===== config.mk =====
export PLATFORM = sky130hd
export DESIGN_NAME = refill_top
export DESIGN_NICKNAME = d
export VERILOG_FILES = /design/src/source/refill_pkg.sv /design/src/source/refill_top.sv /design/src/source/line_data_array.sv /design/src/source/refill_ctrl.sv /design/src/source/refill_data_upsize.sv
export VERILOG_INCLUDE_DIRS = /design/src /design/src/source
export SDC_FILE = /design/constraint.sdc
export NUM_CORES = 2
export LEC_CHECK = 0
export BUFFER_PORTS_ARGS = -buffer_cell sky130_fd_sc_hd__buf_2
export CORE_MARGIN = 2
export CORE_UTILIZATION = 25
export DETAILED_ROUTE_END_ITERATION = 10
export PLACE_DENSITY_LB_ADDON = 0.3
export REMOVE_ABC_BUFFERS = 1
export SLEW_MARGIN = 15
export SYNTH_ARGS = -nofsm -noshare
export SYNTH_HDL_FRONTEND = slang
export SYNTH_SLANG_ARGS = --single-unit

===== constraint.sdc =====
create_clock -name clk_i -period 2.31 [get_ports clk_i]
set_input_delay 0.1155 -clock clk_i [delete_from_list [all_inputs] [get_ports clk_i]]
set_output_delay 0.1155 -clock clk_i [all_outputs]
set_load 0.1 [all_outputs]

===== src/source/refill_defs.svh =====
// ##########################################################
// Widths and sizes of the cache refill data path
// Line width must be a whole multiple of the beat width
// REFILL_DEPTH must be at least 2
// REFILL_SET_WIDTH must cover REFILL_SETS
// ##########################################################

`ifndef REFILL_DEFS_SVH
`define REFILL_DEFS_SVH

// Width of one memory response beat
`define REFILL_BEAT_WIDTH 32

// Width of one cache line
`define REFILL_LINE_WIDTH 128

// Line entries in the upsize buffer
// Also the limit on outstanding refills
`define REFILL_DEPTH 2

// Sets in the line data array
`define REFILL_SETS 16

// Set index width
`define REFILL_SET_WIDTH 4

`endif

===== src/source/refill_pkg.sv =====
// ##########################################################
// Data types shared by the refill data path
// All widths come from the macros in refill_defs.svh
// A line is packed as beats, beat 0 in the low bits
// ##########################################################

`default_nettype none

`include "refill_defs.svh"

package refill_pkg;

    // One memory beat
    typedef logic [`REFILL_BEAT_WIDTH-1:0] beat_t;

    // Whole cache line built from beats
    // Index 0 is the first beat returned by memory
    typedef beat_t [`REFILL_LINE_WIDTH/`REFILL_BEAT_WIDTH-1:0] line_t;

    // Set index
    typedef logic [`REFILL_SET_WIDTH-1:0] set_t;

    // Beat position within a line
    typedef logic [$clog2(`REFILL_LINE_WIDTH/`REFILL_BEAT_WIDTH)-1:0] word_cnt_t;

endpackage

`default_nettype wire


===== src/source/refill_top.sv =====
// ##########################################################
// Refill data path top level
// Memory must hold a beat and its valid until mem_rready_o
// miss_i may only pulse while miss_full_o is low
// ##########################################################

`default_nettype none

module refill_top (
    input  wire logic              clk_i,
    input  wire logic              rst_ni,

    // Miss side
    input  wire logic              miss_i,
    input  wire refill_pkg::set_t  miss_set_i,
    output logic                   miss_full_o,

    // Memory request
    output logic                   mem_req_o,
    output refill_pkg::set_t       mem_set_o,

    // Memory response
    input  wire logic              mem_rvalid_i,
    input  wire logic              mem_rlast_i,
    input  wire refill_pkg::beat_t mem_rdata_i,
    output logic                   mem_rready_o,

    // Fill notification
    output logic                   fill_done_o,
    output refill_pkg::set_t       fill_set_o,

    // Read port
    input  wire logic              rd_i,
    input  wire refill_pkg::set_t  rd_set_i,
    output refill_pkg::line_t      rd_data_o
);

    logic              line_ready;
    logic              pop;
    logic              arr_wr;
    refill_pkg::set_t  arr_wr_set;
    refill_pkg::line_t line_data;

    refill_ctrl refill_ctrl_inst (
        .clk_i        (clk_i),
        .rst_ni       (rst_ni),
        .miss_i       (miss_i),
        .miss_set_i   (miss_set_i),
        .miss_full_o  (miss_full_o),
        .mem_req_o    (mem_req_o),
        .mem_set_o    (mem_set_o),
        .line_ready_i (line_ready),
        .pop_o        (pop),
        .wr_o         (arr_wr),
        .wr_set_o     (arr_wr_set),
        .fill_done_o  (fill_done_o),
        .fill_set_o   (fill_set_o)
    );

    // Response valid drives the beat write directly
    refill_data_upsize refill_data_upsize_inst (
        .clk_i   (clk_i),
        .rst_ni  (rst_ni),
        .w_i     (mem_rvalid_i),
        .wlast_i (mem_rlast_i),
        .wdata_i (mem_rdata_i),
        .wok_o   (mem_rready_o),
        .r_i     (pop),
        .rok_o   (line_ready),
        .rdata_o (line_data)
    );

    line_data_array line_data_array_inst (
        .clk_i     (clk_i),
        .rst_ni    (rst_ni),
        .wr_i      (arr_wr),
        .wr_set_i  (arr_wr_set),
        .wr_data_i (line_data),
        .rd_i      (rd_i),
        .rd_set_i  (rd_set_i),
        .rd_data_o (rd_data_o)
    );

endmodule

`default_nettype wire


===== src/source/line_data_array.sv =====
// ##########################################################
// Line data storage indexed by set
// One write port, one registered read port
// Read and write of one set in one cycle returns old data
// ##########################################################

`default_nettype none

`include "refill_defs.svh"

module line_data_array (
    input  wire logic              clk_i,
    input  wire logic              rst_ni,

    // Write port
    input  wire logic              wr_i,
    input  wire refill_pkg::set_t  wr_set_i,
    input  wire refill_pkg::line_t wr_data_i,

    // Read port
    input  wire logic              rd_i,
    input  wire refill_pkg::set_t  rd_set_i,
    output refill_pkg::line_t      rd_data_o
);

    localparam int SETS = `REFILL_SETS;

    refill_pkg::line_t mem_q [SETS];

    // Storage cleared on reset
    always_ff @(posedge clk_i or negedge rst_ni) begin
        if (!rst_ni) begin
            for (int i = 0; i < SETS; i++) begin
                mem_q[i] <= '0;
            end
        end else if (wr_i) begin
            mem_q[wr_set_i] <= wr_data_i;
        end
    end

    // Read data holds between reads
    always_ff @(posedge clk_i) begin
        if (rd_i) begin
            rd_data_o <= mem_q[rd_set_i];
        end
    end

endmodule

`default_nettype wire


===== src/source/refill_ctrl.sv =====
// ##########################################################
// Refill controller issuing one memory request per miss
// Refills complete strictly in request order
// Miss pulses are only legal while miss_full_o is low
// ##########################################################

`default_nettype none

`include "refill_defs.svh"

module refill_ctrl (
    input  wire logic             clk_i,
    input  wire logic             rst_ni,

    // Miss side
    input  wire logic             miss_i,
    input  wire refill_pkg::set_t miss_set_i,
    output logic                  miss_full_o,

    // Memory request
    output logic                  mem_req_o,
    output refill_pkg::set_t      mem_set_o,

    // Upsize buffer
    input  wire logic             line_ready_i,
    output logic                  pop_o,

    // Array write
    output logic                  wr_o,
    output refill_pkg::set_t      wr_set_o,

    // Fill notification
    output logic                  fill_done_o,
    output refill_pkg::set_t      fill_set_o
);

    localparam int DEPTH = `REFILL_DEPTH;
    localparam int PTR_W = $clog2(DEPTH);
    localparam int CNT_W = $clog2(DEPTH + 1);

    typedef logic [PTR_W-1:0] ptr_t;
    typedef logic [CNT_W-1:0] cnt_t;

    // Pending sets with the oldest at rd_ptr_q
    refill_pkg::set_t set_q [DEPTH];

    ptr_t wr_ptr_q;
    ptr_t rd_ptr_q;
    cnt_t count_q;

    function automatic ptr_t next_ptr(input ptr_t p);
        return (p == ptr_t'(DEPTH - 1)) ? '0 : p + 1'b1;
    endfunction

    assign miss_full_o = (count_q == cnt_t'(DEPTH));

    // Finished line goes to the array in the same cycle
    assign pop_o    = line_ready_i;
    assign wr_o     = line_ready_i;
    assign wr_set_o = set_q[rd_ptr_q];

    always_ff @(posedge clk_i or negedge rst_ni) begin
        if (!rst_ni) begin
            wr_ptr_q    <= '0;
            rd_ptr_q    <= '0;
            count_q     <= '0;
            mem_req_o   <= 1'b0;
            fill_done_o <= 1'b0;
        end else begin
            if (miss_i) begin
                wr_ptr_q <= next_ptr(wr_ptr_q);
            end
            if (line_ready_i) begin
                rd_ptr_q <= next_ptr(rd_ptr_q);
            end
            case ({miss_i, line_ready_i})
                2'b10:   count_q <= count_q + 1'b1;
                2'b01:   count_q <= count_q - 1'b1;
                default: count_q <= count_q;
            endcase
            mem_req_o   <= miss_i;
            fill_done_o <= line_ready_i;
        end
    end

    // Set payload captured on the miss and line strobes
    always_ff @(posedge clk_i) begin
        if (miss_i) begin
            set_q[wr_ptr_q] <= miss_set_i;
            mem_set_o       <= miss_set_i;
        end
        if (line_ready_i) begin
            fill_set_o <= set_q[rd_ptr_q];
        end
    end

    a_no_miss_full : assert property (
        @(posedge clk_i) disable iff (!rst_ni)
        miss_i |-> !miss_full_o
    ) else $error("miss accepted while refill queue full");

    // Every line from memory belongs to a queued refill
    a_line_has_set : assert property (
        @(posedge clk_i) disable iff (!rst_ni)
        line_ready_i |-> (count_q != '0)
    ) else $error("line ready with no refill outstanding");

endmodule

`default_nettype wire


===== src/source/refill_data_upsize.sv =====
// ##########################################################
// Packs narrow memory beats into whole cache lines
// wlast_i closes a line early, missing words read as zero
// A beat offered while full must be held by the sender
// Depth must be at least 2
// ##########################################################

`default_nettype none

`include "refill_defs.svh"

module refill_data_upsize (
    input  wire logic              clk_i,
    input  wire logic              rst_ni,

    // Beat write side
    input  wire logic              w_i,
    input  wire logic              wlast_i,
    input  wire refill_pkg::beat_t wdata_i,
    output logic                   wok_o,

    // Line read side
    input  wire logic              r_i,
    output logic                   rok_o,
    output refill_pkg::line_t      rdata_o
);

    localparam int DEPTH = `REFILL_DEPTH;
    localparam int WORDS = `REFILL_LINE_WIDTH / `REFILL_BEAT_WIDTH;
    localparam int PTR_W = $clog2(DEPTH);
    localparam int CNT_W = $clog2(DEPTH + 1);

    typedef logic [PTR_W-1:0] ptr_t;
    typedef logic [CNT_W-1:0] used_t;

    // Line entries and their beat counters
    refill_pkg::line_t     buf_q [DEPTH];
    refill_pkg::word_cnt_t cnt_q [DEPTH];

    ptr_t  wr_ptr_q;
    ptr_t  rd_ptr_q;
    used_t used_q;

    logic push_beat;
    logic close_line;
    logic pop_line;

    // Circular pointer step
    function automatic ptr_t next_ptr(input ptr_t p);
        return (p == ptr_t'(DEPTH - 1)) ? '0 : p + 1'b1;
    endfunction

    // Full counts closed lines only
    assign wok_o = (used_q != used_t'(DEPTH));
    assign rok_o = (used_q != '0);

    assign push_beat  = w_i && wok_o;
    // Last slot reached or early end from memory
    assign close_line = push_beat &&
                        (wlast_i || cnt_q[wr_ptr_q] == refill_pkg::word_cnt_t'(WORDS - 1));
    assign pop_line   = r_i && rok_o;

    // Oldest closed line
    assign rdata_o = buf_q[rd_ptr_q];

    always_ff @(posedge clk_i or negedge rst_ni) begin
        if (!rst_ni) begin
            wr_ptr_q <= '0;
            rd_ptr_q <= '0;
            used_q   <= '0;
            for (int i = 0; i < DEPTH; i++) begin
                cnt_q[i] <= '0;
            end
        end else begin
            if (close_line) begin
                wr_ptr_q <= next_ptr(wr_ptr_q);
            end
            if (pop_line) begin
                rd_ptr_q <= next_ptr(rd_ptr_q);
            end

            case ({close_line, pop_line})
                2'b10:   used_q <= used_q + 1'b1;
                2'b01:   used_q <= used_q - 1'b1;
                default: used_q <= used_q;
            endcase

            // Counter holds its value once the line is closed
            if (push_beat && !close_line) begin
                cnt_q[wr_ptr_q] <= cnt_q[wr_ptr_q] + 1'b1;
            end
            // Write and read entries never coincide here
            if (pop_line) begin
                cnt_q[rd_ptr_q] <= '0;
            end
        end
    end

    // Entries start at zero and go back to zero on pop
    // so words never received read as zero
    always_ff @(posedge clk_i or negedge rst_ni) begin
        if (!rst_ni) begin
            for (int i = 0; i < DEPTH; i++) begin
                buf_q[i] <= '0;
            end
        end else begin
            if (pop_line) begin
                buf_q[rd_ptr_q] <= '0;
            end
            if (push_beat) begin
                buf_q[wr_ptr_q][cnt_q[wr_ptr_q]] <= wdata_i;
            end
        end
    end

    // Beat refused while full stays on the bus unchanged
    a_hold_when_full : assert property (
        @(posedge clk_i) disable iff (!rst_ni)
        (w_i && !wok_o) |=> (w_i && $stable(wdata_i) && $stable(wlast_i))
    ) else $error("beat dropped while upsize buffer full");

    // Reader only pops closed lines
    a_no_pop_empty : assert property (
        @(posedge clk_i) disable iff (!rst_ni)
        r_i |-> rok_o
    ) else $error("pop from empty upsize buffer");

endmodule

`default_nettype wire


# [Word-level counts from Yosys, hierarchy flattened]
# Memory sizes are Yosys's and may differ from the RTL's.
# Index checks and enable logic that the tools add are counted.
[word_totals] mem_bits_rw=8 input_bits=46 wordCells=170 reg_bits=2454 mem_count=1 output_inout_bits=140
[memory_table] name="refill_ctrl_inst.set_q" depth=2 word_bits=4 rd=1 rd_clocked_by_memory_dff=0 write_ports=1 line="refill_ctrl.sv:45" source="refill_pkg::set_t set_q [DEPTH];"
[classes] mux=36 addsub=9 n_eq_ne=7 n_reduce_logical=12 order_cmp=9 bitwise=8
[op_table] operator="bitwise mux 2048 bit" n=1
[op_table] operator="two-way mux 128 bit" n=8
[op_table] operator="binary-select mux 128 bit (select 4 bit)" n=1
[op_table] operator="demux 128 bit (select 4 bit)" n=1
[op_table] operator="two-way mux 256 bit" n=2
[op_table] operator="bitwise AND 256 bit" n=1
[op_table] operator="bitwise mux 256 bit" n=1
[op_table] operator="demux 128 bit (select 1 bit)" n=2
[op_table] operator="inverter 256 bit" n=1
[op_table] operator="demux 32 bit (select 2 bit)" n=1
[op_table] operator="two-way mux 32 bit" n=1
[op_table] operator="greater-or-equal comparator 5 bit (second input constant)" n=2
[op_table] operator="two-way mux 2 bit" n=5
[op_table] operator="inverter 4 -> 5 bit" n=2
[op_table] operator="== test 2 bit (second input constant)" n=4
[op_table] operator="two-way mux 4 bit" n=2
[op_table] operator="one-hot mux 2 bit (2 select lines)" n=2
[op_table] operator="logical AND 1 bit" n=7
[op_table] operator="adder 2 x 1 -> 2 bit (second input constant)" n=3
[op_table] operator="two-way mux 1 bit" n=6
[op_table] operator="nonzero test 2 bit" n=3
[op_table] operator="< comparator 5 x 1 -> 1 bit (second input constant)" n=1
[op_table] operator="adder 1 bit (second input constant)" n=4
[op_table] operator="bitwise AND 4 bit" n=1
[op_table] operator="other kinds (13)" n=19

# [Depth between registers and ports, before layout]
[logic_depth] depth_word=12 mapped_depth=10 depth_no_buf=9

# [Cells and area by module]
# From an unflattened synthesis, not the netlist that was laid out.
[hier_totals] hier_cells=6873 hier_area_um2=108974.5
[modules_own_cells] module="line_data_array" cells_each=5762 area_per_inst_um2=95389.0 instances=1
[modules_own_cells] module="refill_data_upsize" cells_each=1072 area_per_inst_um2=12812.3 instances=1
[modules_own_cells] module="refill_ctrl" cells_each=39 area_per_inst_um2=773.2 instances=1

# [Worst setup path after synthesis]
# OpenSTA, ideal clock, no wires.
[synth_timing] path_kind="register -> register" from="reg refill_data_upsize_inst.used_q[0]" to="reg refill_data_upsize_inst.buf_q[152] (netlist name)" arrival_ns=2.506 n_path_buf=3 synth_period_minus_slack_ns=2.588 setup_time_ns=0.083 t_required_ns=2.227 path_slack_ns=-0.278 path_stages_with_launch=8 cell_sequence="dfrtp_1 -> nand2b_1 -> clkbuf_1 -> and4b_1 -> clkbuf_1 -> clkbuf_1 -> nand2_1 -> o21ai_0"
[synth_via] word_cells_on_any_way=6
[synth_rtl] item="start: declaration" line="refill_data_upsize.sv:42" source="used_t used_q;"
[synth_rtl] item="start signal: assignment" line="refill_data_upsize.sv:83" source="2'b10: used_q <= used_q + 1'b1;"
[synth_rtl] item="start signal: assignment" line="refill_data_upsize.sv:84" source="2'b01: used_q <= used_q - 1'b1;"
[synth_rtl] item="start signal: assignment" line="refill_data_upsize.sv:85" source="default: used_q <= used_q;"
[synth_rtl] item="inequality test 2 bit" line="refill_data_upsize.sv:54" source="assign wok_o = (used_q != used_t'(DEPTH));"
[synth_rtl] item="net mem_rready_o" line="refill_top.sv:26" source="output logic mem_rready_o,"
[synth_rtl] item="logical AND 1 bit" line="refill_data_upsize.sv:57" source="assign push_beat = w_i && wok_o;"
[synth_rtl] item="two-way mux 256 bit" line="refill_data_upsize.sv:110" source="if (push_beat) begin"
[synth_rtl] item="end signal: indexed assignment" line="refill_data_upsize.sv:111" source="buf_q[wr_ptr_q][cnt_q[wr_ptr_q]] <= wdata_i;"
[synth_rtl] item="end: declaration" line="refill_data_upsize.sv:37" source="refill_pkg::line_t buf_q [DEPTH];"
# The timed path passes the listed nets, and every way through them passes these cells.
# A chain may end at the register's enable or synchronous reset.

# [Final worst setup path]
[layout_timing] from="reg refill_ctrl_inst.rd_ptr_q" to="reg line_data_array_inst.mem_q[247] (netlist name)"
[layout_via] elab_chain_len=7 word_cells_on_any_way=8
[layout_lines] item="start: declaration" line="refill_ctrl.sv:48" source="ptr_t rd_ptr_q;"
[layout_lines] item="start signal: assignment" line="refill_ctrl.sv:74" source="rd_ptr_q <= next_ptr(rd_ptr_q);"
[layout_lines] item="memory (2 x 4 bit) (*)"
[layout_lines] item="inverter 4 -> 5 bit (not written as such) (*)" line="line_data_array.sv:37" source="mem_q[wr_set_i] <= wr_data_i;"
[layout_lines] item="greater-or-equal comparator 5 bit (not written as such) / < comparator 5 x 1 -> 1 bit (equally long branches)" line="line_data_array.sv:37"
[layout_lines] item="logical AND 1 bit (not written as such)" line="line_data_array.sv:37"
[layout_lines] item="two-way mux 128 bit (not written as such)" line="line_data_array.sv:37"
[layout_lines] item="demux 128 bit (select 4 bit) (*)" line="line_data_array.sv:37"
[layout_lines] item="bitwise mux 2048 bit (*)" line="line_data_array.sv:37"
[layout_lines] item="end signal: indexed assignment" line="line_data_array.sv:37"
[layout_lines] item="end: declaration" line="line_data_array.sv:28" source="refill_pkg::line_t mem_q [SETS];"
# Every way passes the cells marked *; elsewhere a longest branch is shown, timed or not.

==> impl_metrics.yaml <==
grt:
  initial_antenna_violation_count: 43
  global_route.overflow_total: 0
  grt_max_degree: 132
  first_global_vias: 71413
  grt_first_pass_wirelength_mm: 497.0
  grt_use_total_pct: 15.31
logic_synthesis:
  syn_area_um2: 106000
  syn_inst: 9246
  yosysWarnings: 0
  synth-edff-count: 144
  synth_seq_cells: 2462
  ys_types: 50
  commonest_register_cell_after_synthesis: "dfrtp_1"
  share_of_the_yosys_chip_area_belonging_to_registers_pct: 58.79
  asyncSetResetFlopFracSynth_pct: 94.15
  synth_area_per_cell_um2: 11.47
timing:
  fmax_mhz: 440.3
  layout_setup_ws_ns: 0.03888
  report.final.hold_viol_count: 0
  worst_slew_margin_rel_pct: 47.62
  timing.clock.skew_ns: 0.06472
  period_minus_slack_ns: 2.271
  worst-slew-pin-transition_ns: 0.7857
  timing.final.max_slew_violations: 0
  final-setup-viol-count: 0
  rsz0062_at_grt: "true"
  post-route-period-util_pct: 98.32
routing:
  antenna_left: 0
  drt_first_iter_violations: 5139
  route.detailed.drc: 0
  average_detailed_routed_wire_length_per_instance_um: 22.00
  number_of_detailed_route_iterations_in_the_first_pass: 5
  finalWirelength_mm: 340.6
  route.detailed.vias_per_inst: 4.567
  routed-via-count: 70693
die:
  placeableCoreArea_um2: 423100
  ioPinCount: 186
  height_of_the_die_um: 655.2
  floorplan.die_area_um2: 429300
  die_width_um: 655.2
  core.rowCount: 239
  initial_core_util_pct: 25.06
worst_setup_path:
  worstPathMaxFanout: 22
  timing.critical_path.to_type: "flip-flop"
  worst_setup_path_start_kind: "flip-flop"
  critical_path_required_ns: 3.08
  worstPathArrival_ns: 3.04
  criticalPathCategory: "reg -> reg"
placement:
  post_dp_cell_area_um2: 117900
  post-dp-hpwl_mm: 214.4
  place.port_buffers: 185
  last_weighted_congestion_value_of_the_routability_driven_placer: 0.7572
  place_ws_ns: -0.01066
cts:
  worst_skew_pair.late_latency_ns: 0.92
  clock_tree_from_tritoncts: "yes"
  clk_path_buf_depth: 4
  clock_tree.htree_level_count: 5
  master_cell_of_the_clock_root_buffer: "clkbuf_16"
  clock_pin_slew_worst_setup_and_hold_paths_ns: 0.06
  cts-buffers-inserted: 288
  tritoncts_sink_count: 2462
run_status:
  result_of_the_run: "completed"
power:
  power.density_cell_area_nw_per_um2: 1353
  power.leakage_nw: 53.96
  vdd_drop_max_mv: 1.196
  total_power_mw: 174.4
cells_and_area:
  area_growth_pct: 21.60
  drive_above_1_share_pct: 23.21
  nNetsFinal: 9629
  layout.filler_cells: 43053
  postLayoutCellArea_um2: 128900
min_path:
  min_path_type: "in -> reg"
flow_run:
  max-cap-violations: 0
==> cell usage in the layout, fill, tap and decap left out, types with 6 or more instances in the layout <==
cell / synthesis / final
clkbuf_1: 418 / 62
mux2i_1: 211 / 208
clkinv_2: 0 / 47
inv_6: 0 / 11
ha_1: 6 / 6
buf_2: 283 / 177
diode_2: 0 / 10
nor2_1: 1163 / 1162
clkbuf_8: 0 / 63
o22ai_1: 13 / 13
xnor2_1: 6 / 6
edfxtp_1: 144 / 144
o221ai_1: 26 / 26
buf_6: 94 / 12
mux4_2: 569 / 569
bufinv_16: 0 / 14
a31oi_1: 6 / 6
dlygate4sd3_1: 0 / 47
nor2b_1: 33 / 33
a211oi_1: 32 / 32
nand2_1: 1435 / 1434
a221oi_4: 3 / 7
o21ai_1: 126 / 126
buf_16: 0 / 17
clkinvlp_4: 0 / 8
buf_4: 31 / 387
o21ai_0: 1026 / 1026
dfrtp_1: 2318 / 2316
clkbuf_16: 0 / 317
a21oi_2: 336 / 338
o2111ai_4: 0 / 6
a21oi_1: 855 / 853
buf_8: 0 / 6
buf_12: 0 / 249
==> stage by stage <==
stage / cells / TNS (ns) / hold WS (ns) / util, %
after floorplan: 8371 / - / -0.1801 / -
after global placement: 14860 / -0.1262 / 0.0005738 / 27.87
after detailed placement: 14860 / -0.01066 / 0.003691 / 27.87
after CTS: 15427 / 0 / 0.008344 / 30.24
after global routing: 15474 / -0.4733 / 0.06258 / 30.47
final: 15480 / 0 / 0.08410 / 30.47
==> cell type report <==
class / instances / area (µm²) / area share (%)
antenna: 10 / 25.02 / 0.01941
clock buffer: 422 / 8532 / 6.618
clock inverter: 98 / 1025 / 0.7948
inverter: 7 / 33.78 / 0.02620
multi-input combinational: 5902 / 39440 / 30.59
sequential: 2462 / 62330 / 48.35
tap: 5663 / 7086 / 5.496
timing repair buffer: 916 / 10450 / 8.103
==> metal layers <==
layer	share of wire [%]	global-route usage, %	wire length, µm	vias to the layer above
met5	0.035	0	119	-
met4	2.4	3.556	8274	18
met3	4.6	2.405	15810	457
met2	46	24.49	158100	1316
met1	46	21.70	158300	36031
li1	-	-	-	32871
==> Yosys cell counts, types with 5 or more instances <==
library cell	number	area (µm²)
a211oi_1	32	240.2
a21oi_1	855	4279
a21oi_2	336	2943
a31oi_1	6	37.54
buf_1	48	180.2
buf_2	283	1416
buf_4	31	232.7
buf_6	94	1059
clkbuf_1	418	1569
dfrtp_1	2318	58010
edfxtp_1	144	4324
ha_1	6	75.07
inv_1	6	22.52
mux2i_1	211	2112
mux4_2	569	12810
nand2_1	1435	5386
nand3b_1	5	37.54
nor2_1	1163	4365
nor2b_1	33	206.5
o2111ai_1	6	52.55
o21ai_0	1026	5135
o21ai_1	126	630.6
o221ai_1	26	227.7
o22ai_1	13	81.33
xnor2_1	6	52.55
xor2_1	5	43.79
==> sequential cells by signal, summed over array words and instances, names as in the netlist, 2 cells and up <==
signal / flops
refill_data_upsize_inst.used_q: 2
refill_ctrl_inst.set_q: 8
line_data_array_inst.rd_data_o: 128
refill_data_upsize_inst.cnt_q: 4
line_data_array_inst.mem_q: 2048
refill_data_upsize_inst.buf_q: 256
refill_ctrl_inst.mem_set_o: 4
refill_ctrl_inst.fill_set_o: 4
refill_ctrl_inst.count_q: 2
==> final timing paths <==
check	startpoint	endpoint	slack, ns	cells past startpoint
max	refill_ctrl_inst.rd_ptr_q$_DFFE_PN0N_	line_data_array_inst.mem_q[247]$_DFFE_PN0P_	0.04	8
min	miss_set_i[2]	refill_ctrl_inst.mem_set_o[2]$_DFFE_PP_	0.08	2
max reg2reg	refill_ctrl_inst.rd_ptr_q$_DFFE_PN0N_	line_data_array_inst.mem_q[247]$_DFFE_PN0P_	0.04	8
min reg2reg	refill_ctrl_inst.count_q[1]$_DFFE_PN0P_	refill_ctrl_inst.count_q[1]$_DFFE_PN0P_	0.47	1
max in group asynchronous	rst_ni	line_data_array_inst.mem_q[219]$_DFFE_PN0P_	0.51	5
min in group asynchronous	rst_ni	line_data_array_inst.mem_q[1179]$_DFFE_PN0P_	0.53	4
==> timing repair <==
action,CTS,global route
endpoints found under the hold margin,2721,0
setup buffers,0,20
pin swaps,1,6
hold buffers,47,0
cloned,0,23
setup endpoints to repair,5,383
resized for setup,3,43
==> logic make-up after synthesis <==
family | share of synthesized area [%]
simple gates | 9.657
flops | 58.79
compound gates | 13.05
buf+inv | 4.233
mux | 14.11
xor+xnor | 0.09087
fa+ha+maj | 0.07081
==> worst max-delay path, cell delays in order (launching register included) <==
cell and delay (ns):
dfrtp_1 0.41, buf_12 0.16, or3b_4 0.41, a221oi_4 0.32, buf_6 0.18, clkbuf_16 0.19, buf_12 0.14, clkbuf_16 0.24
a21oi_1 0.10
==> power by group <==
group / leakage, nW / total, mW / internal (mW) / switching [mW]
clock: 4.72 / 46.4 / 27.3 / 19.1
combinational: 18.1 / 54.6 / 23.1 / 31.5
sequential: 31.1 / 73.4 / 62.8 / 10.6
(Power assumes the default switching activity.)
